## config.mk

```make
export PLATFORM = sky130hd
export DESIGN_NAME = dirccNode
export DESIGN_NICKNAME = d
export VERILOG_FILES = /design/src/verilog/dirccTypesPkg.sv /design/src/verilog/dirccNode.sv /design/src/verilog/lamportClock.sv /design/src/verilog/packetReceiver.sv /design/src/verilog/packetSender.sv
export VERILOG_INCLUDE_DIRS = /design/src /design/src/verilog
export SDC_FILE = /design/constraint.sdc
export NUM_CORES = 1
export LEC_CHECK = 0
export BUFFER_PORTS_ARGS = -buffer_cell sky130_fd_sc_hd__buf_2
export CAP_MARGIN = 20
export CORE_AREA = 2 2 215 217
export CTS_CLUSTER_DIAMETER = 50
export CTS_CLUSTER_SIZE = 25
export DETAILED_ROUTE_END_ITERATION = 10
export DIE_AREA = 0 0 217 219
export GPL_TIMING_DRIVEN = 0
export PLACE_DENSITY = 0.73
export SLEW_MARGIN = 5
export SYNTH_ARGS = -nofsm -noshare
export SYNTH_HDL_FRONTEND = slang
export SYNTH_HIERARCHICAL = 1
export SYNTH_SLANG_ARGS = --single-unit
```

## constraint.sdc

```tcl
create_clock -name clk -period 12.2 [get_ports clk]
set_input_delay 1.83 -clock clk [delete_from_list [all_inputs] [get_ports clk]]
set_output_delay 1.83 -clock clk [all_outputs]
set_load 0.02 [all_outputs]
```

## src/verilog/dircc_defs.svh

```systemverilog
`ifndef DIRCC_DEFS_SVH
`define DIRCC_DEFS_SVH

// ~~~~~~~~~~~~~~~~~~~~~~~~~~~~~~~~~~~~~~~~~~~~~~~~~~
// Stream geometry
// ~~~~~~~~~~~~~~~~~~~~~~~~~~~~~~~~~~~~~~~~~~~~~~~~~~
`define DIRCC_BITS_PER_SYMBOL   8
`define DIRCC_SYMBOLS_PER_BEAT  4
`define DIRCC_BEAT_WIDTH        (`DIRCC_BITS_PER_SYMBOL * `DIRCC_SYMBOLS_PER_BEAT)
`define DIRCC_EMPTY_WIDTH       2

// ~~~~~~~~~~~~~~~~~~~~~~~~~~~~~~~~~~~~~~~~~~~~~~~~~~
// Message fields
// ~~~~~~~~~~~~~~~~~~~~~~~~~~~~~~~~~~~~~~~~~~~~~~~~~~
`define DIRCC_HW_ADDR_WIDTH     32
`define DIRCC_SW_ADDR_WIDTH     8
`define DIRCC_PORT_WIDTH        8
`define DIRCC_FLAG_WIDTH        8
`define DIRCC_LAMPORT_WIDTH     32
`define DIRCC_PAYLOAD_WIDTH     96  // Three beats of data

// Header beats plus data beats
`define DIRCC_BEATS_PER_PACKET  8

`endif
```

## src/verilog/dirccTypesPkg.sv

```systemverilog
`include "dircc_defs.svh"

package dirccTypesPkg;

  // ~~~~~~~~~~~~~~~~~~~~~~~~~~~~~~~~~~~~~~~~~~~~~~~~~~
  // Node address, sent as two beats
  // ~~~~~~~~~~~~~~~~~~~~~~~~~~~~~~~~~~~~~~~~~~~~~~~~~~
  typedef struct packed {
    logic [`DIRCC_HW_ADDR_WIDTH-1:0] hwAddr;
    logic [`DIRCC_SW_ADDR_WIDTH-1:0] swAddr;
    logic [`DIRCC_PORT_WIDTH-1:0]    port;
    logic [`DIRCC_FLAG_WIDTH-1:0]    flag;
  } address_t;

  // Whole message as held by the sender
  typedef struct packed {
    address_t                        destAddr;
    address_t                        srcAddr;
    logic [`DIRCC_LAMPORT_WIDTH-1:0] lamport;
    logic [`DIRCC_PAYLOAD_WIDTH-1:0] payload;
  } packet_t;

  // ~~~~~~~~~~~~~~~~~~~~~~~~~~~~~~~~~~~~~~~~~~~~~~~~~~
  // Beat index
  // ~~~~~~~~~~~~~~~~~~~~~~~~~~~~~~~~~~~~~~~~~~~~~~~~~~
  // Values run in wire order so the next beat is state + 1
  typedef enum logic [3:0] {
    IDLE       = 4'd0,
    DEST_ADDR0 = 4'd1,
    DEST_ADDR1 = 4'd2,
    SRC_ADDR0  = 4'd3,
    SRC_ADDR1  = 4'd4,
    LAMPORT    = 4'd5,
    DATA0      = 4'd6,
    DATA1      = 4'd7,
    DATA2      = 4'd8   // Last beat, carries endofpacket
  } packetState_t;

endpackage

```

## src/verilog/dirccNode.sv

```systemverilog
`timescale 1ns/1ns
`include "dircc_defs.svh"

module dirccNode (
  input  logic                              clk,
  input  logic                              reset_n,
  // Transmit stream
  output logic [`DIRCC_BEAT_WIDTH-1:0]      txData,
  output logic [`DIRCC_EMPTY_WIDTH-1:0]     txEmpty,
  output logic                              txStartOfPacket,
  output logic                              txEndOfPacket,
  output logic                              txValid,
  input  logic                              txReady,
  // Receive stream
  input  logic [`DIRCC_BEAT_WIDTH-1:0]      rxData,
  input  logic [`DIRCC_EMPTY_WIDTH-1:0]     rxEmpty,
  input  logic                              rxStartOfPacket,
  input  logic                              rxEndOfPacket,
  input  logic                              rxValid,
  // Host side
  input  logic                              sendStart,
  input  dirccTypesPkg::address_t           sendDestAddr,
  input  logic [`DIRCC_PAYLOAD_WIDTH-1:0]   sendPayload,
  input  dirccTypesPkg::address_t           nodeAddr,
  output logic                              sending,
  output logic                              recvValid,
  output dirccTypesPkg::address_t           recvSrcAddr,
  output dirccTypesPkg::address_t           recvDestAddr,
  output logic [`DIRCC_LAMPORT_WIDTH-1:0]   recvLamport,
  output logic [`DIRCC_PAYLOAD_WIDTH-1:0]   recvPayload,
  output logic                              recvError,
  output logic [`DIRCC_LAMPORT_WIDTH-1:0]   lamportTime
);

  logic [`DIRCC_LAMPORT_WIDTH-1:0] stamp;  // Time after this cycle's events

  // ~~~~~~~~~~~~~~~~~~~~~~~~~~~~~~~~~~~~~~~~~~~~~~~~~~
  // Datapath
  // ~~~~~~~~~~~~~~~~~~~~~~~~~~~~~~~~~~~~~~~~~~~~~~~~~~
  packetSender packetSender_inst (
    .clk             (clk),
    .reset_n         (reset_n),
    .sendStart       (sendStart),
    .sendDestAddr    (sendDestAddr),
    .nodeAddr        (nodeAddr),
    .sendPayload     (sendPayload),
    .stamp           (stamp),
    .txReady         (txReady),
    .txData          (txData),
    .txEmpty         (txEmpty),
    .txStartOfPacket (txStartOfPacket),
    .txEndOfPacket   (txEndOfPacket),
    .txValid         (txValid),
    .sending         (sending)
  );

  packetReceiver packetReceiver_inst (
    .clk             (clk),
    .reset_n         (reset_n),
    .rxData          (rxData),
    .rxEmpty         (rxEmpty),
    .rxStartOfPacket (rxStartOfPacket),
    .rxEndOfPacket   (rxEndOfPacket),
    .rxValid         (rxValid),
    .recvValid       (recvValid),
    .recvSrcAddr     (recvSrcAddr),
    .recvDestAddr    (recvDestAddr),
    .recvLamport     (recvLamport),
    .recvPayload     (recvPayload),
    .recvError       (recvError)
  );

  // Ticks on send, merges on each parsed packet
  lamportClock lamportClock_inst (
    .clk         (clk),
    .reset_n     (reset_n),
    .tick        (sendStart),
    .merge       (recvValid),
    .mergeTime   (recvLamport),
    .stamp       (stamp),
    .lamportTime (lamportTime)
  );

endmodule

```

## src/verilog/lamportClock.sv

```systemverilog
`timescale 1ns/1ns
`include "dircc_defs.svh"

module lamportClock (
  input  logic                              clk,
  input  logic                              reset_n,
  input  logic                              tick,
  input  logic                              merge,
  input  logic [`DIRCC_LAMPORT_WIDTH-1:0]   mergeTime,
  output logic [`DIRCC_LAMPORT_WIDTH-1:0]   stamp,
  output logic [`DIRCC_LAMPORT_WIDTH-1:0]   lamportTime
);

  localparam int TimeWidth = `DIRCC_LAMPORT_WIDTH;

  logic [TimeWidth-1:0] baseTime;
  logic [1:0]           increment;

  // ~~~~~~~~~~~~~~~~~~~~~~~~~~~~~~~~~~~~~~~~~~~~~~~~~~
  // Next time
  // ~~~~~~~~~~~~~~~~~~~~~~~~~~~~~~~~~~~~~~~~~~~~~~~~~~
  always_comb begin
    if (merge && (mergeTime > lamportTime)) begin
      baseTime = mergeTime;  // Catch up with the sender
    end else begin
      baseTime = lamportTime;
    end
    increment = {1'b0, tick} + {1'b0, merge};  // One event each
    stamp     = baseTime + TimeWidth'(increment);
  end

  always_ff @(posedge clk or negedge reset_n) begin
    if (!reset_n) begin
      lamportTime <= '0;
    end else begin
      lamportTime <= stamp;
    end
  end

  // Logical time is monotonic
  timeNeverDecreases: assert property (
    @(posedge clk) disable iff (!reset_n)
    $past(lamportTime) <= lamportTime
  );

endmodule

```

## src/verilog/packetReceiver.sv

```systemverilog
`timescale 1ns/1ns
`include "dircc_defs.svh"

module packetReceiver (
  input  logic                              clk,
  input  logic                              reset_n,
  input  logic [`DIRCC_BEAT_WIDTH-1:0]      rxData,
  input  logic [`DIRCC_EMPTY_WIDTH-1:0]     rxEmpty,
  input  logic                              rxStartOfPacket,
  input  logic                              rxEndOfPacket,
  input  logic                              rxValid,
  output logic                              recvValid,
  output dirccTypesPkg::address_t           recvSrcAddr,
  output dirccTypesPkg::address_t           recvDestAddr,
  output logic [`DIRCC_LAMPORT_WIDTH-1:0]   recvLamport,
  output logic [`DIRCC_PAYLOAD_WIDTH-1:0]   recvPayload,
  output logic                              recvError
);

  localparam int BeatWidth = `DIRCC_BEAT_WIDTH;
  localparam int SymWidth  = `DIRCC_BITS_PER_SYMBOL;

  dirccTypesPkg::packetState_t expectState;  // Next beat we should see
  dirccTypesPkg::packetState_t storeState;
  logic firstBeat;
  logic lastBeat;
  logic framingOk;
  logic restart;

  // ~~~~~~~~~~~~~~~~~~~~~~~~~~~~~~~~~~~~~~~~~~~~~~~~~~
  // Framing check
  // ~~~~~~~~~~~~~~~~~~~~~~~~~~~~~~~~~~~~~~~~~~~~~~~~~~
  always_comb begin
    firstBeat = (expectState == dirccTypesPkg::DEST_ADDR0);
    lastBeat  = (expectState == dirccTypesPkg::DATA2);
    framingOk = (rxEmpty == '0) && (rxStartOfPacket == firstBeat)
                && (rxEndOfPacket == lastBeat);
    // Stray startofpacket opens a new packet
    restart   = rxStartOfPacket && !firstBeat && !rxEndOfPacket && (rxEmpty == '0);
    storeState = restart ? dirccTypesPkg::DEST_ADDR0 : expectState;
  end

  always_ff @(posedge clk or negedge reset_n) begin
    if (!reset_n) begin
      expectState <= dirccTypesPkg::DEST_ADDR0;
      recvValid   <= 1'b0;
      recvError   <= 1'b0;
    end else begin
      recvValid <= rxValid && framingOk && lastBeat;
      recvError <= rxValid && !framingOk;
      if (rxValid) begin
        if (restart) begin
          expectState <= dirccTypesPkg::DEST_ADDR1;
        end else if (!framingOk || lastBeat) begin
          expectState <= dirccTypesPkg::DEST_ADDR0;
        end else begin
          expectState <= dirccTypesPkg::packetState_t'(expectState + 4'd1);
        end
      end
    end
  end

  // ~~~~~~~~~~~~~~~~~~~~~~~~~~~~~~~~~~~~~~~~~~~~~~~~~~
  // Field assembly
  // ~~~~~~~~~~~~~~~~~~~~~~~~~~~~~~~~~~~~~~~~~~~~~~~~~~
  always_ff @(posedge clk) begin
    if (rxValid && (framingOk || restart)) begin
      case (storeState)
        dirccTypesPkg::DEST_ADDR0: recvDestAddr.hwAddr <= rxData;
        dirccTypesPkg::DEST_ADDR1: begin
          {recvDestAddr.swAddr, recvDestAddr.port, recvDestAddr.flag}
            <= rxData[BeatWidth-1:SymWidth];  // Low byte is padding
        end
        dirccTypesPkg::SRC_ADDR0:  recvSrcAddr.hwAddr <= rxData;
        dirccTypesPkg::SRC_ADDR1: begin
          {recvSrcAddr.swAddr, recvSrcAddr.port, recvSrcAddr.flag}
            <= rxData[BeatWidth-1:SymWidth];
        end
        dirccTypesPkg::LAMPORT:    recvLamport <= rxData;
        dirccTypesPkg::DATA0:      recvPayload[0 +: BeatWidth] <= rxData;
        dirccTypesPkg::DATA1:      recvPayload[BeatWidth +: BeatWidth] <= rxData;
        dirccTypesPkg::DATA2:      recvPayload[2*BeatWidth +: BeatWidth] <= rxData;
        default: ;
      endcase
    end
  end

  // A completed packet and a framing error are exclusive outcomes
  validErrorExclusive: assert property (
    @(posedge clk) disable iff (!reset_n)
    !(recvValid && recvError)
  );

endmodule

```

## src/verilog/packetSender.sv

```systemverilog
`timescale 1ns/1ns
`include "dircc_defs.svh"

module packetSender (
  input  logic                              clk,
  input  logic                              reset_n,
  input  logic                              sendStart,
  input  dirccTypesPkg::address_t           sendDestAddr,
  input  dirccTypesPkg::address_t           nodeAddr,
  input  logic [`DIRCC_PAYLOAD_WIDTH-1:0]   sendPayload,
  input  logic [`DIRCC_LAMPORT_WIDTH-1:0]   stamp,
  input  logic                              txReady,
  output logic [`DIRCC_BEAT_WIDTH-1:0]      txData,
  output logic [`DIRCC_EMPTY_WIDTH-1:0]     txEmpty,
  output logic                              txStartOfPacket,
  output logic                              txEndOfPacket,
  output logic                              txValid,
  output logic                              sending
);

  localparam int BeatWidth = `DIRCC_BEAT_WIDTH;

  dirccTypesPkg::packet_t      packetReg;
  dirccTypesPkg::packetState_t packetState;
  logic [BeatWidth-1:0]        beatData;
  logic                        beatAdvance;

  // Busy until the last beat has left the output register
  assign sending = (packetState != dirccTypesPkg::IDLE) || txValid;

  assign beatAdvance = (packetState != dirccTypesPkg::IDLE) && txReady;

  // Fixed-length packets leave every beat full
  assign txEmpty = '0;

  // ~~~~~~~~~~~~~~~~~~~~~~~~~~~~~~~~~~~~~~~~~~~~~~~~~~
  // Beat mux
  // ~~~~~~~~~~~~~~~~~~~~~~~~~~~~~~~~~~~~~~~~~~~~~~~~~~
  always_comb begin
    case (packetState)
      dirccTypesPkg::DEST_ADDR0: beatData = packetReg.destAddr.hwAddr;
      dirccTypesPkg::DEST_ADDR1: begin
        beatData = {packetReg.destAddr.swAddr, packetReg.destAddr.port,
                    packetReg.destAddr.flag, {`DIRCC_BITS_PER_SYMBOL{1'b0}}};
      end
      dirccTypesPkg::SRC_ADDR0:  beatData = packetReg.srcAddr.hwAddr;
      dirccTypesPkg::SRC_ADDR1: begin
        beatData = {packetReg.srcAddr.swAddr, packetReg.srcAddr.port,
                    packetReg.srcAddr.flag, {`DIRCC_BITS_PER_SYMBOL{1'b0}}};
      end
      dirccTypesPkg::LAMPORT:    beatData = packetReg.lamport;
      dirccTypesPkg::DATA0:      beatData = packetReg.payload[0 +: BeatWidth];
      dirccTypesPkg::DATA1:      beatData = packetReg.payload[BeatWidth +: BeatWidth];
      dirccTypesPkg::DATA2:      beatData = packetReg.payload[2*BeatWidth +: BeatWidth];
      default:                   beatData = '0;
    endcase
  end

  // ~~~~~~~~~~~~~~~~~~~~~~~~~~~~~~~~~~~~~~~~~~~~~~~~~~
  // Beat sequencer
  // ~~~~~~~~~~~~~~~~~~~~~~~~~~~~~~~~~~~~~~~~~~~~~~~~~~
  always_ff @(posedge clk or negedge reset_n) begin
    if (!reset_n) begin
      packetState     <= dirccTypesPkg::IDLE;
      txValid         <= 1'b0;
      txStartOfPacket <= 1'b0;
      txEndOfPacket   <= 1'b0;
    end else if (packetState == dirccTypesPkg::IDLE) begin
      txValid <= 1'b0;
      if (sendStart) begin
        packetState <= dirccTypesPkg::DEST_ADDR0;
      end
    end else if (txReady) begin
      txValid         <= 1'b1;  // Ready latency of one
      txStartOfPacket <= (packetState == dirccTypesPkg::DEST_ADDR0);
      txEndOfPacket   <= (packetState == dirccTypesPkg::DATA2);
      if (packetState == dirccTypesPkg::DATA2) begin
        packetState <= dirccTypesPkg::IDLE;
      end else begin
        packetState <= dirccTypesPkg::packetState_t'(packetState + 4'd1);
      end
    end else begin
      txValid <= 1'b0;  // Hold the beat index
    end
  end

  // Packet and beat data
  always_ff @(posedge clk) begin
    if ((packetState == dirccTypesPkg::IDLE) && sendStart) begin
      packetReg.destAddr <= sendDestAddr;
      packetReg.srcAddr  <= nodeAddr;
      packetReg.lamport  <= stamp;
      packetReg.payload  <= sendPayload;
    end
    if (beatAdvance) begin
      txData <= beatData;
    end
  end

  // ~~~~~~~~~~~~~~~~~~~~~~~~~~~~~~~~~~~~~~~~~~~~~~~~~~
  // Checks
  // ~~~~~~~~~~~~~~~~~~~~~~~~~~~~~~~~~~~~~~~~~~~~~~~~~~
  // Only one packet in flight
  noSendWhileBusy: assert property (
    @(posedge clk) disable iff (!reset_n)
    sendStart |-> !sending
  );

  // startofpacket only on the beat that moved the sequencer to DEST_ADDR1
  sopOnFirstBeat: assert property (
    @(posedge clk) disable iff (!reset_n)
    txValid |-> (txStartOfPacket == (packetState == dirccTypesPkg::DEST_ADDR1))
  );

endmodule

```

==> results of run 1 <==
## power by group through the flow
stage	registers, mW	logic, mW	clock network [mW]
after global placement	2.48	1.09	0
after CTS	2.39	1.14	1.71
after detailed placement	2.43	1.14	0
after floorplan	2.54	0.586	0
after global routing	2.41	1.22	1.78
final	2.39	1.15	1.68
## layout make-up
type	instances	area share
Clock buffer	51	0.0455
Sequential cell	557	0.608
Timing Repair Buffer	576	0.114
Tap cell	600	0.0277
Clock inverter	38	0.0203
Multi-Input combinational cell	603	0.164
Antenna cell	4	0.000369
Inverter	45	0.00623
Buffer	56	0.0128
## registers in the layout (all words and copies together), names as in the netlist
| register | count |
|---|---|
| packetSender_inst/txData | 32 |
| packetReceiver_inst/expectState | 4 |
| packetSender_inst/txValid | 1 |
| packetReceiver_inst/recvSrcAddr | 56 |
| packetSender_inst/txStartOfPacket | 1 |
| packetSender_inst/txEndOfPacket | 1 |
| packetReceiver_inst/recvPayload | 96 |
| packetSender_inst/packetState | 4 |
| packetReceiver_inst/recvDestAddr | 56 |
| packetReceiver_inst/recvValid | 1 |
| packetReceiver_inst/recvError | 1 |
| packetReceiver_inst/recvLamport | 32 |
| lamportClock_inst/lamportTime | 32 |
| packetSender_inst/packetReg | 240 |
## logic make-up (layout without fill, tap and decap cells)
group | after synthesis | after routing | share of synthesized area
flip-flops | 557 | 557 | 0.771
AND/OR/NAND/NOR | 246 | 246 | 0.0646
AO/OA/AOI/OAI | 217 | 217 | 0.0734
buffers and inverters | 101 | 766 | 0.0241
XOR/XNOR | 57 | 57 | 0.0233
adder cells (fa/ha/maj) | 42 | 42 | 0.0249
multiplexers | 39 | 39 | 0.0186
other | 1 | 6 | 0.000175
## cell usage after synthesis (28+ instances only)
master / instances / area share
sky130_fd_sc_hd__a21oi_1: 45 / 0.011
sky130_fd_sc_hd__a22oi_1: 52 / 0.018
sky130_fd_sc_hd__buf_2: 30 / 0.0070
sky130_fd_sc_hd__dfrtp_1: 44 / 0.051
sky130_fd_sc_hd__edfxtp_1: 512 / 0.72
sky130_fd_sc_hd__ha_1: 41 / 0.024
sky130_fd_sc_hd__inv_1: 45 / 0.0079
sky130_fd_sc_hd__mux2i_1: 35 / 0.016
sky130_fd_sc_hd__nand2_1: 65 / 0.011
sky130_fd_sc_hd__nand3_1: 28 / 0.0065
sky130_fd_sc_hd__nor2_1: 32 / 0.0056
sky130_fd_sc_hd__nor2b_1: 30 / 0.0088
sky130_fd_sc_hd__xnor2_1: 41 / 0.017
## layer usage
layer / up-vias / wire length (um) / GRT usage
met1: 6902 / 23800 / 0.320
met5: - / 21 / 0
met2: 734 / 31900 / 0.457
li1: 6175 / - / -
met4: 4 / 2240 / 0.0950
met3: 123 / 6570 / 0.0783
## worst max-delay path, delay by kind of cell, from the launching register on
| kind | cells | cell delay (ns) |
|---|---|---|
| compound gates | 1 | 0.13 |
| xor+xnor | 1 | 0.14 |
| fa+ha+maj | 3 | 0.95 |
| flops | 1 | 0.51 |
| mux | 2 | 0.52 |
| simple gates | 8 | 2.51 |
## path summary, 6_finish.rpt
kind                                                     start                                to  cells past startpoint
max                        packetReceiver_inst/recvLamport[11]  packetSender_inst/packetReg[122]                     15
min                            packetSender_inst/packetReg[69]       packetSender_inst/txData[5]                      1
max reg2reg                packetReceiver_inst/recvLamport[11]  packetSender_inst/packetReg[122]                     15
min reg2reg                    packetSender_inst/packetReg[69]       packetSender_inst/txData[5]                      1
max in group asynchronous                              reset_n         packetSender_inst/txValid                      2
min in group asynchronous                              reset_n     packetReceiver_inst/recvError                      1
==> results.md, run 1 <==
* Yosys cell types at between 70 and 80
* CTS Hold Bufs at 0
* Post-synth design cell area at 0.0214 mm^2
* Kind of end point of the critical path: flop
* PortBufs at 557
* Filler cell count in the final layout at 3,378
* Design area at 0.0271 mm^2
* Cell-by-cell listing of the critical path: ha_1 -> nand4_1 -> or4_1 -> nor3b_2 -> o31a_2 -> nor2_2 -> mux2_2 -> fa_1 -> ha_1 -> nand4_1 -> or4_1 -> nor3_2 -> nand2_1 -> xnor2_1 -> mux2i_1
* DP Wirelength at 48,300 um
* Vertical die dimension at 219 um
* Postcts setup bufs at 0
* Fraction of registers with async set/reset at 0.0808
* GPL Wtd Cong at 0.868
* Number of synthesized register bits at ~560
* Setup repair after global routing missed its margin: no
* Highest clock frequency the design can meet at 0.200 GHz
* Die width at between 200 and 250 um
* Mean area per synthesized cell at 17.0 um^2
* Worst setup slack for register-to-register paths at 7.20 ns
* Number of H-tree branching levels at 2
* Clock Latency Late Sink at ~0.60 ns
* Maximum single-stage delay on the critical path at 0.62 ns
* CP max-delay cell: sky130_fd_sc_hd__or4_1
* Clock tree skew after final layout at a little under 0.04 ns
* Most common cell after layout, fill and taps aside: sky130_fd_sc_hd__buf_2
* Internal power component at 3.56 mW
* LEAKAGE at about 10 nW
* Final setup violation count at 0
* Setup Slack @ Placement at 7.29 ns
* Final global-route overflow total at 0
* Cell count after placement at 2,437
* Critical path start-end classification: reg2reg
* Proportion of power drawn by combinational gates at 0.220
* Number of nets in the layout at 2,179
* I/O pin count at 561
* Nature of the critical path startpoint: flop
* Arrival time of the worst setup path at 5.37 ns
* Multi-input logic area at about 0.0045 mm^2
* Rel. slew slack at 0.242
* Worst-margin pin slew at between 1 and 1.5 ns
* Std-Cell Core Area at 0.0451 mm^2
* Number of clock buffers inserted by TritonCTS at 49
* Post-route setup slack at a little over 7 ns
* Crit share post-route at 0.410
* Switching pwr at 1.66 mW
* Most frequent cells in the layout: sky130_fd_sc_hd__buf_2, sky130_fd_sc_hd__edfxtp_1, sky130_fd_sc_hd__nand2_1, sky130_fd_sc_hd__a22oi_1, sky130_fd_sc_hd__clkbuf_16
* Seq/Total Area, Yosys at 0.771
* Vias in the first global route at 14.1k
* Clock input transition at the sequential cells of the worst setup and hold paths at 0.08 ns
* Portion of total power attributed to sequential cells at 0.458
* Starting DRT DRC Count at 1,194
* Clock Tree Buf Depth at 3
* Global-route wire length before repair at between 90,000 and 100,000 um
* Power per cell area at 193 mW/mm^2
* All-layer global routing usage at 0.266
* Std cell rows at 78
* Setup TNS Final at 0 ns
* P&R area growth vs syn at 26.7%
* Number of routed nets with antenna violations at 0
* Sum of internal, switching and leakage power at approximately 5.2 mW
* Final core utilization at 0.602
* Number of vias per cell at 5.51
* Switching share of power at 0.318
* Non-Filler Instances at 2,530
* Largest fanout of any net on the critical path at 8
* Run status: completed
* Placement Cell Area at 0.0253 mm^2
* Cell at the root of the clock tree: sky130_fd_sc_hd__clkbuf_16
* Max Transition Viols Final at 0
* Final hold violation count at 0
* Cell count after synthesis at 1,260
* Time the worst path needs with I/O delays and setup at 5.00 ns
* Peak supply drop at 150 uV
* Ys flop type: sky130_fd_sc_hd__edfxtp_1
* Die area at approximately 0.048 mm^2
* PostCTS Resize Cnt at 0
* Clk network pwr share at 0.322
* Antenna violations before repair at 5
* Count of vias placed by the detailed router at roughly 14k
* Initial core utilization at 0.475
* Tightest hold margin at 0.549 ns
* Data required time at the worst endpoint at ~13 ns
* Wire per inst at 25.5 um
* Number of clock sinks seen by CTS at 557
* Share of layout cells above drive strength 1 at 0.383
* Wire length after detailed routing at between 60,000 and 70,000 um
* Post-synth EDFFs at 512
* Max Cap Violations at 0
* DRT Pass-1 Iters at 5
* Pin count of the biggest net entering global routing at 68
* Seq. cell area at 0.0165 mm^2
* Yosys warning total at 6
* CTS tree: built
* Final routed DRC violation total at 0
* Class of the tightest hold or removal check: reg2reg
No activity file was read; power rests on OpenSTA's default activity.
==> inputs of run 2 (changes only) <==
--- a/config.mk
+++ b/config.mk
@@ -8,13 +8,13 @@
 export LEC_CHECK = 0
 export BUFFER_PORTS_ARGS = -buffer_cell sky130_fd_sc_hd__buf_2
 export CAP_MARGIN = 20
-export CORE_AREA = 2 2 215 217
+export CORE_AREA = 2 2 221 223
 export CTS_CLUSTER_DIAMETER = 50
 export CTS_CLUSTER_SIZE = 25
 export DETAILED_ROUTE_END_ITERATION = 10
-export DIE_AREA = 0 0 217 219
+export DIE_AREA = 0 0 223 225
 export GPL_TIMING_DRIVEN = 0
-export PLACE_DENSITY = 0.73
+export PLACE_DENSITY = 0.72
 export SLEW_MARGIN = 5
 export SYNTH_ARGS = -nofsm -noshare
 export SYNTH_HDL_FRONTEND = slang
==> constraint.sdc (replaced) <==
create_clock -name clk -period 4.5 [get_ports clk]
set_input_delay 0.675 -clock clk [delete_from_list [all_inputs] [get_ports clk]]
set_output_delay 0.675 -clock clk [all_outputs]
set_load 0.02 [all_outputs]
==> run 2 against run 1 <==
Against the previous run: sequential cell count did not move; die area rose by 5.6%; register-to-register slack got worse by 7.0 ns; sequential power rose to 2.7 times the previous value; clock skew rose by 0.0042 ns; hold slack got worse by 0.32 ns; worst setup slack got worse by 7.0 ns; wire length rose by 2.2%.
==> results.md, run 2 (synthesis gave the netlist of run 1 again) <==
* Final hold violation count at 0
* Worst-margin pin slew at 0.683 ns
* Largest fanout of any net on the critical path at 5
* Switching share of power at 0.317
* Number of vias per cell at 5.48
* Cell at the root of the clock tree: sky130_fd_sc_hd__clkbuf_16
* Filler cell count in the final layout at ~3.7k
* GPL Wtd Cong at 0.880
* Register bank with the most flops: packetSender_inst/packetReg
* Peak supply drop at 422 uV
* Power per cell area at 519 mW/mm^2
* Setup repair after global routing missed its margin: no
* Std-Cell Core Area at 0.0475 mm^2
* Clock tree skew after final layout at roughly 0.043 ns
* Final routed DRC violation total at 0
* PortBufs at approximately 560
* Time the worst path needs with I/O delays and setup at ~4.3 ns
* Antenna violations before repair at 9
* I/O pin count at 561
* Kind of end point of the critical path: flop
* Most common cell after layout, fill and taps aside: sky130_fd_sc_hd__buf_2
* Placement Cell Area at 0.0254 mm^2
* Final global-route overflow total at 0
* Internal power component at between 9 and 10 mW
* Registers with the highest flip-flop counts: packetSender_inst/packetReg x240, packetReceiver_inst/recvPayload x96
* Critical path start-end classification: reg2reg
* Arrival time of the worst setup path at 4.62 ns
* Class of the tightest hold or removal check: in2reg
* Share of layout cells above drive strength 1 at 0.409
* Portion of total power attributed to sequential cells at 0.452
* Wire length after detailed routing at 65,900 um
* Proportion of power drawn by combinational gates at 0.219
* Setup TNS Final at 0 ns
* Starting DRT DRC Count at 1,160
* Cell count after placement at approximately 2.5k
* Number of H-tree branching levels at 2
* Std cell rows at 80
* Die area at around 0.050 mm^2
* Clock Latency Late Sink at ~0.61 ns
* Max Cap Violations at 0
* LEAKAGE at around 11 nW
* Most frequent cells in the layout: sky130_fd_sc_hd__buf_2, sky130_fd_sc_hd__edfxtp_1, sky130_fd_sc_hd__nand2_1, sky130_fd_sc_hd__clkbuf_16, sky130_fd_sc_hd__a22oi_1
* Global-route wire length before repair at 93,600 um
* Post-route setup slack at about 0.21 ns
* Number of clock sinks seen by CTS at 557
* Nature of the critical path startpoint: flop
* Setup Slack @ Placement at -0.684 ns
* Pin count of the biggest net entering global routing at 64
* Clock input transition at the sequential cells of the worst setup and hold paths at 0.09 ns
* Die width at 223 um
* DRT Pass-1 Iters at 6
* Wire per inst at about 25 um
* Design area at 0.0277 mm^2
* Data required time at the worst endpoint at 4.84 ns
* Number of routed nets with antenna violations at 0
* DP Wirelength at ~49,000 um
* Final setup violation count at 0
* CTS tree: built
* Max Transition Viols Final at 0
* Run status: completed
* Count of vias placed by the detailed router at between 10k and 15k
* Switching pwr at between 4 and 5 mW
* Clock Tree Buf Depth at 3
* Crit share post-route at 0.953
* Number of clock buffers inserted by TritonCTS at 53
* Vertical die dimension at 225 um
* Non-Filler Instances at 2,600
* All-layer global routing usage at 0.255
* Highest clock frequency the design can meet at 0.233 GHz
* Number of flip-flops under the largest register name at 240
* Initial core utilization at 0.450
* Number of nets in the layout at 2,224
* P&R area growth vs syn at 29.5%
* Rel. slew slack at 0.545
* Clk network pwr share at 0.330
* Vias in the first global route at roughly 14k
run 2: worst paths after layout:
| path | from | end | slack (ns) | cells after the start |
|---|---|---|---|---|
| worst max-delay path | packetReceiver_inst/recvLamport[29] | packetSender_inst/packetReg[112] | 0.21 | 14 |
| worst min-delay path | sendPayload[24] | packetSender_inst/packetReg[24] | 0.23 | 1 |
| worst max register to register | packetReceiver_inst/recvLamport[29] | packetSender_inst/packetReg[112] | 0.21 | 14 |
| worst min register to register | packetSender_inst/txEndOfPacket | packetSender_inst/txEndOfPacket | 0.55 | 2 |
| max in group asynchronous | reset_n | packetSender_inst/packetState[2] | 3.44 | 3 |
| min in group asynchronous | reset_n | packetReceiver_inst/recvError | 0.51 | 2 |
run 2: power groups by stage:
stage	clock network, mW	registers (mW)	logic [mW]
2_1_floorplan	0	6.83	1.59
3_3_place_gp	0	6.66	2.97
3_5_place_dp	0	6.61	3.10
4_1_cts	4.83	6.50	3.12
5_1_grt	5.02	6.53	3.36
6_report	4.74	6.50	3.15
run 2: timing repair:
item,in CTS,in global routing
hold endpoints to repair,11,0
setup endpoints to repair,43,17
resized for setup,17,10
pin swaps,5,12
hold buffers,1,0
setup buffers,25,14
run 2: worst max-delay path, cell delays in order, from the launching register on:
cell	delay, ns
sky130_fd_sc_hd__edfxtp_1	0.50
sky130_fd_sc_hd__ha_4	0.33
sky130_fd_sc_hd__nand4_4	0.13
sky130_fd_sc_hd__or4_4	0.60
sky130_fd_sc_hd__o21ai_2	0.19
sky130_fd_sc_hd__a21oi_2	0.08
sky130_fd_sc_hd__nor2_2	0.20
sky130_fd_sc_hd__mux2_4	0.19
sky130_fd_sc_hd__fa_2	0.27
sky130_fd_sc_hd__ha_4	0.18
sky130_fd_sc_hd__nand4_1	0.11
sky130_fd_sc_hd__or4_4	0.52
sky130_fd_sc_hd__or4_4	0.45
sky130_fd_sc_hd__xnor2_1	0.14
sky130_fd_sc_hd__mux2i_1	0.12
run 2: through the flow:
| stage | power (mW) | utilization | hold slack (ns) |
|---|---|---|---|
| 3_5_place_dp | 9.71 | 0.534 | 0.519 |
| 2_1_floorplan | 8.42 | - | 0.379 |
| 5_1_grt | 14.9 | 0.583 | 0.199 |
| 4_1_cts | 14.5 | 0.580 | 0.186 |
| 3_3_place_gp | 9.62 | 0.525 | 0.507 |
| 6_report | 14.4 | 0.583 | 0.228 |
run 2: layout make-up:
class	count	area (um^2)	area share
Sequential cell	557	16500	0.596
Buffer	56	347	0.0125
Antenna cell	7	17.5	0.000632
Clock inverter	43	515	0.0186
Tap cell	615	769	0.0278
Inverter	45	169	0.00609
Timing Repair Buffer	617	3440	0.124
Multi-Input combinational cell	603	4570	0.165
Clock buffer	57	1380	0.0499
run 2: routing by layer:
| layer | global-route usage | share of wire |
|---|---|---|
| met3 | 0.0778 | 0.10 |
| met5 | 0 | 0.00041 |
| met4 | 0.0996 | 0.039 |
| met1 | 0.304 | 0.37 |
| met2 | 0.435 | 0.49 |
==> inputs of run 3 (changes only) <==
--- a/config.mk
+++ b/config.mk
@@ -8,13 +8,13 @@
 export LEC_CHECK = 0
 export BUFFER_PORTS_ARGS = -buffer_cell sky130_fd_sc_hd__buf_2
 export CAP_MARGIN = 20
-export CORE_AREA = 2 2 221 223
+export CORE_ASPECT_RATIO = 0.6
+export CORE_UTILIZATION = 48
 export CTS_CLUSTER_DIAMETER = 50
 export CTS_CLUSTER_SIZE = 25
 export DETAILED_ROUTE_END_ITERATION = 10
-export DIE_AREA = 0 0 223 225
 export GPL_TIMING_DRIVEN = 0
-export PLACE_DENSITY = 0.72
+export PLACE_DENSITY = 0.77
 export SLEW_MARGIN = 5
 export SYNTH_ARGS = -nofsm -noshare
 export SYNTH_HDL_FRONTEND = slang
==> run 3 against run 2 <==
Against the previous run: core utilization is 4.0 points higher; combinational power is 2% higher; sequential share of layout area is 1.2 points higher; register-to-register slack worse by 0.22 ns; cell count is 2.5% lower; worst setup slack worse by 0.22 ns; via count is 0.28% higher; sequential power hardly changed; critical endpoint is now packetSender_inst/packetReg[126]; highest routed layer is now met4; non-clock buffer count is 11 higher; total power is 7.0% lower; hold slack better by 0.055 ns; wire length is 4.7% lower; the flow now finishes with violations (design-rule violations, negative setup slack).
==> results.md, run 3 (synthesis gave the netlist of run 1 again) <==
* Final hold violation count at 0
* Nature of the critical path startpoint: flop
* Count of vias placed by the detailed router at around 14k
* Failing checks: design-rule violations, negative setup slack
* Kind of end point of the critical path: flop
* All-layer global routing usage at 0.264
* GPL Wtd Cong at 0.928
* Power per cell area at 492 mW/mm^2
* Number of clock buffers inserted by TritonCTS at 37
* Register bank with the most flops: packetSender_inst/packetReg
* Vertical die dimension at 166 um
* Clock tree skew after final layout at 0.0252 ns
* Share of layout cells above drive strength 1 at 0.404
* Final global-route overflow total at 0
* Pin count of the biggest net entering global routing at between 70 and 80
* Clock input transition at the sequential cells of the worst setup and hold paths at 0.09 ns
* Logic depth of the worst register-to-register path at 15
* Antenna violations before repair at 5
* Clock Tree Buf Depth at 3
* Starting DRT DRC Count at 1,347
* Die width at 275 um
* LEAKAGE at between 10 and 15 nW
* Most frequent cells in the layout: sky130_fd_sc_hd__buf_2, sky130_fd_sc_hd__edfxtp_1, sky130_fd_sc_hd__nand2_1, sky130_fd_sc_hd__buf_4, sky130_fd_sc_hd__a22oi_1
* I/O pin count at around 560
* Die area at 0.0455 mm^2
* Wire length after detailed routing at around 63,000 um
* Number of vias per cell at between 5 and 6
* Setup TNS Final at -0.0110 ns
* Critical path start-end classification: reg2reg
* Data required time at the worst endpoint at approximately 4.8 ns
* Run status: finished, violations left
* Largest fanout of any net on the critical path at 5
* DRT Pass-1 Iters at 8
* Peak supply drop at 298 uV
* Number of routed nets with antenna violations at 0
* Final routed DRC violation total at 19
* Number of clock sinks seen by CTS at approximately 560
* Clock Latency Late Sink at 0.56 ns
* Arrival time of the worst setup path at 4.81 ns
* P&R area growth vs syn at 26.9%
* Std-Cell Core Area at ~0.044 mm^2
* Worst-margin pin slew at 0.903 ns
* Cell at the root of the clock tree: sky130_fd_sc_hd__clkbuf_16
* Initial core utilization at 0.491
* Std cell rows at 59
* Post-route setup slack at -0.0110 ns
* Crit share post-route at 1.00
* Max Cap Violations at 0
* Time the worst path needs with I/O delays and setup at 4.51 ns
* Rel. slew slack at 0.398
* Number of nets in the layout at 2,219
* Registers with the highest flip-flop counts: packetSender_inst/packetReg x240, packetReceiver_inst/recvPayload x96
* DP Wirelength at 46,800 um
* Global-route wire length before repair at 86,300 um
* Wire per inst at 24.8 um
* Highest clock frequency the design can meet at 0.222 GHz
* Setup Slack @ Placement at -0.954 ns
* Final setup violation count at 1
* Class of the tightest hold or removal check: in2reg
* Number of flip-flops under the largest register name at 240
* CTS tree: built
* Max Transition Viols Final at 0
* PortBufs at 557
* Most common cell after layout, fill and taps aside: sky130_fd_sc_hd__buf_2
* Count of cells along the worst hold path at 1
* Vias in the first global route at ~13k
* Number of H-tree branching levels at 2
* Setup repair after global routing missed its margin: yes
[run 3: cell types whose count changed in the layout (fill, tap and decap cells not counted), sizes merged]
cell,before,now
clkinvlp,4,1
clkinv,16,12
buf,664,675
inv,67,56
diode,7,2
clkbuf,65,49
[run 3: metal layers]
| layer | track usage | share of wire | up-vias |
|---|---|---|---|
| met5 | 0 | 0 | - |
| met4 | 0.0540 | 0.018 | 0 |
| met3 | 0.0541 | 0.084 | 99 |
| met2 | 0.410 | 0.47 | 746 |
| met1 | 0.386 | 0.43 | 7180 |
| li1 | - | - | 6253 |
[run 3: report_power, final]
group	leakage [nW]	switching, mW	internal (mW)
clock network	0.636	1.92	1.77
logic	4.63	2.14	1.07
registers	5.24	0.192	6.29
total	10.5	4.25	9.13
[run 3: final cells by class]
type,count,area (um^2)
Sequential cell,557,16500
Fill cell,3229,16500
Multi-Input combinational cell,603,4590
Timing Repair Buffer,628,3520
Clock buffer,41,993
Tap cell,579,724
Buffer,56,347
Clock inverter,25,314
Inverter,45,169
Antenna cell,2,5.00
[run 3: worst paths after layout]
kind | startpoint | endpoint | slack (ns)
worst min-delay path | nodeAddr[18] | packetSender_inst/packetReg[146] | 0.28
max in group asynchronous | reset_n | lamportClock_inst/lamportTime[23] | 3.44
min in group asynchronous | reset_n | packetReceiver_inst/expectState[3] | 0.53
worst max-delay path | packetReceiver_inst/recvLamport[25] | packetSender_inst/packetReg[126] | -0.01
worst min register to register | packetSender_inst/packetReg[69] | packetSender_inst/txData[5] | 0.55
worst max register to register | packetReceiver_inst/recvLamport[25] | packetSender_inst/packetReg[126] | -0.01
[run 3: what timing repair did]
action / in CTS / in global routing
resized for setup: 16 / 13
hold endpoints to repair: 0 / 1
endpoints found under the setup margin: 47 / 24
hold buffers: 0 / 1
pin swaps: 2 / 15
buffers inserted: 14 / 37
cloned: 0 / 0
[run 3: per-stage QoR]
| step | util | std cells | power [mW] | hold WS [ns] | area, um^2 |
|---|---|---|---|---|---|
| finish | 0.623 | 2536 | 13.4 | 0.283 | 27200 |
| global route | 0.623 | 2536 | 13.9 | 0.249 | 27200 |
| CTS | 0.614 | 2495 | 13.4 | 0.254 | 26800 |
| detailed placement | 0.580 | 2415 | 9.70 | 0.534 | 25300 |
| global placement | 0.571 | 2397 | 9.60 | 0.514 | 24900 |
| floorplan | - | 1261 | 8.42 | 0.379 | 21400 |
[run 3: critical path, stage by stage (launching register included)]
cell and delay (ns):
sky130_fd_sc_hd__edfxtp_1 0.44, sky130_fd_sc_hd__ha_1 0.32, sky130_fd_sc_hd__nand4_1 0.17, sky130_fd_sc_hd__or4_4 0.60, sky130_fd_sc_hd__nor3b_2 0.17, sky130_fd_sc_hd__o31a_2 0.20
sky130_fd_sc_hd__nor2_4 0.06, sky130_fd_sc_hd__mux2_4 0.23, sky130_fd_sc_hd__fa_2 0.27, sky130_fd_sc_hd__ha_4 0.18, sky130_fd_sc_hd__nand4_1 0.13, sky130_fd_sc_hd__or4_4 0.61
sky130_fd_sc_hd__nor3_4 0.38, sky130_fd_sc_hd__nand4_1 0.16, sky130_fd_sc_hd__xnor2_1 0.19, sky130_fd_sc_hd__mux2i_1 0.12
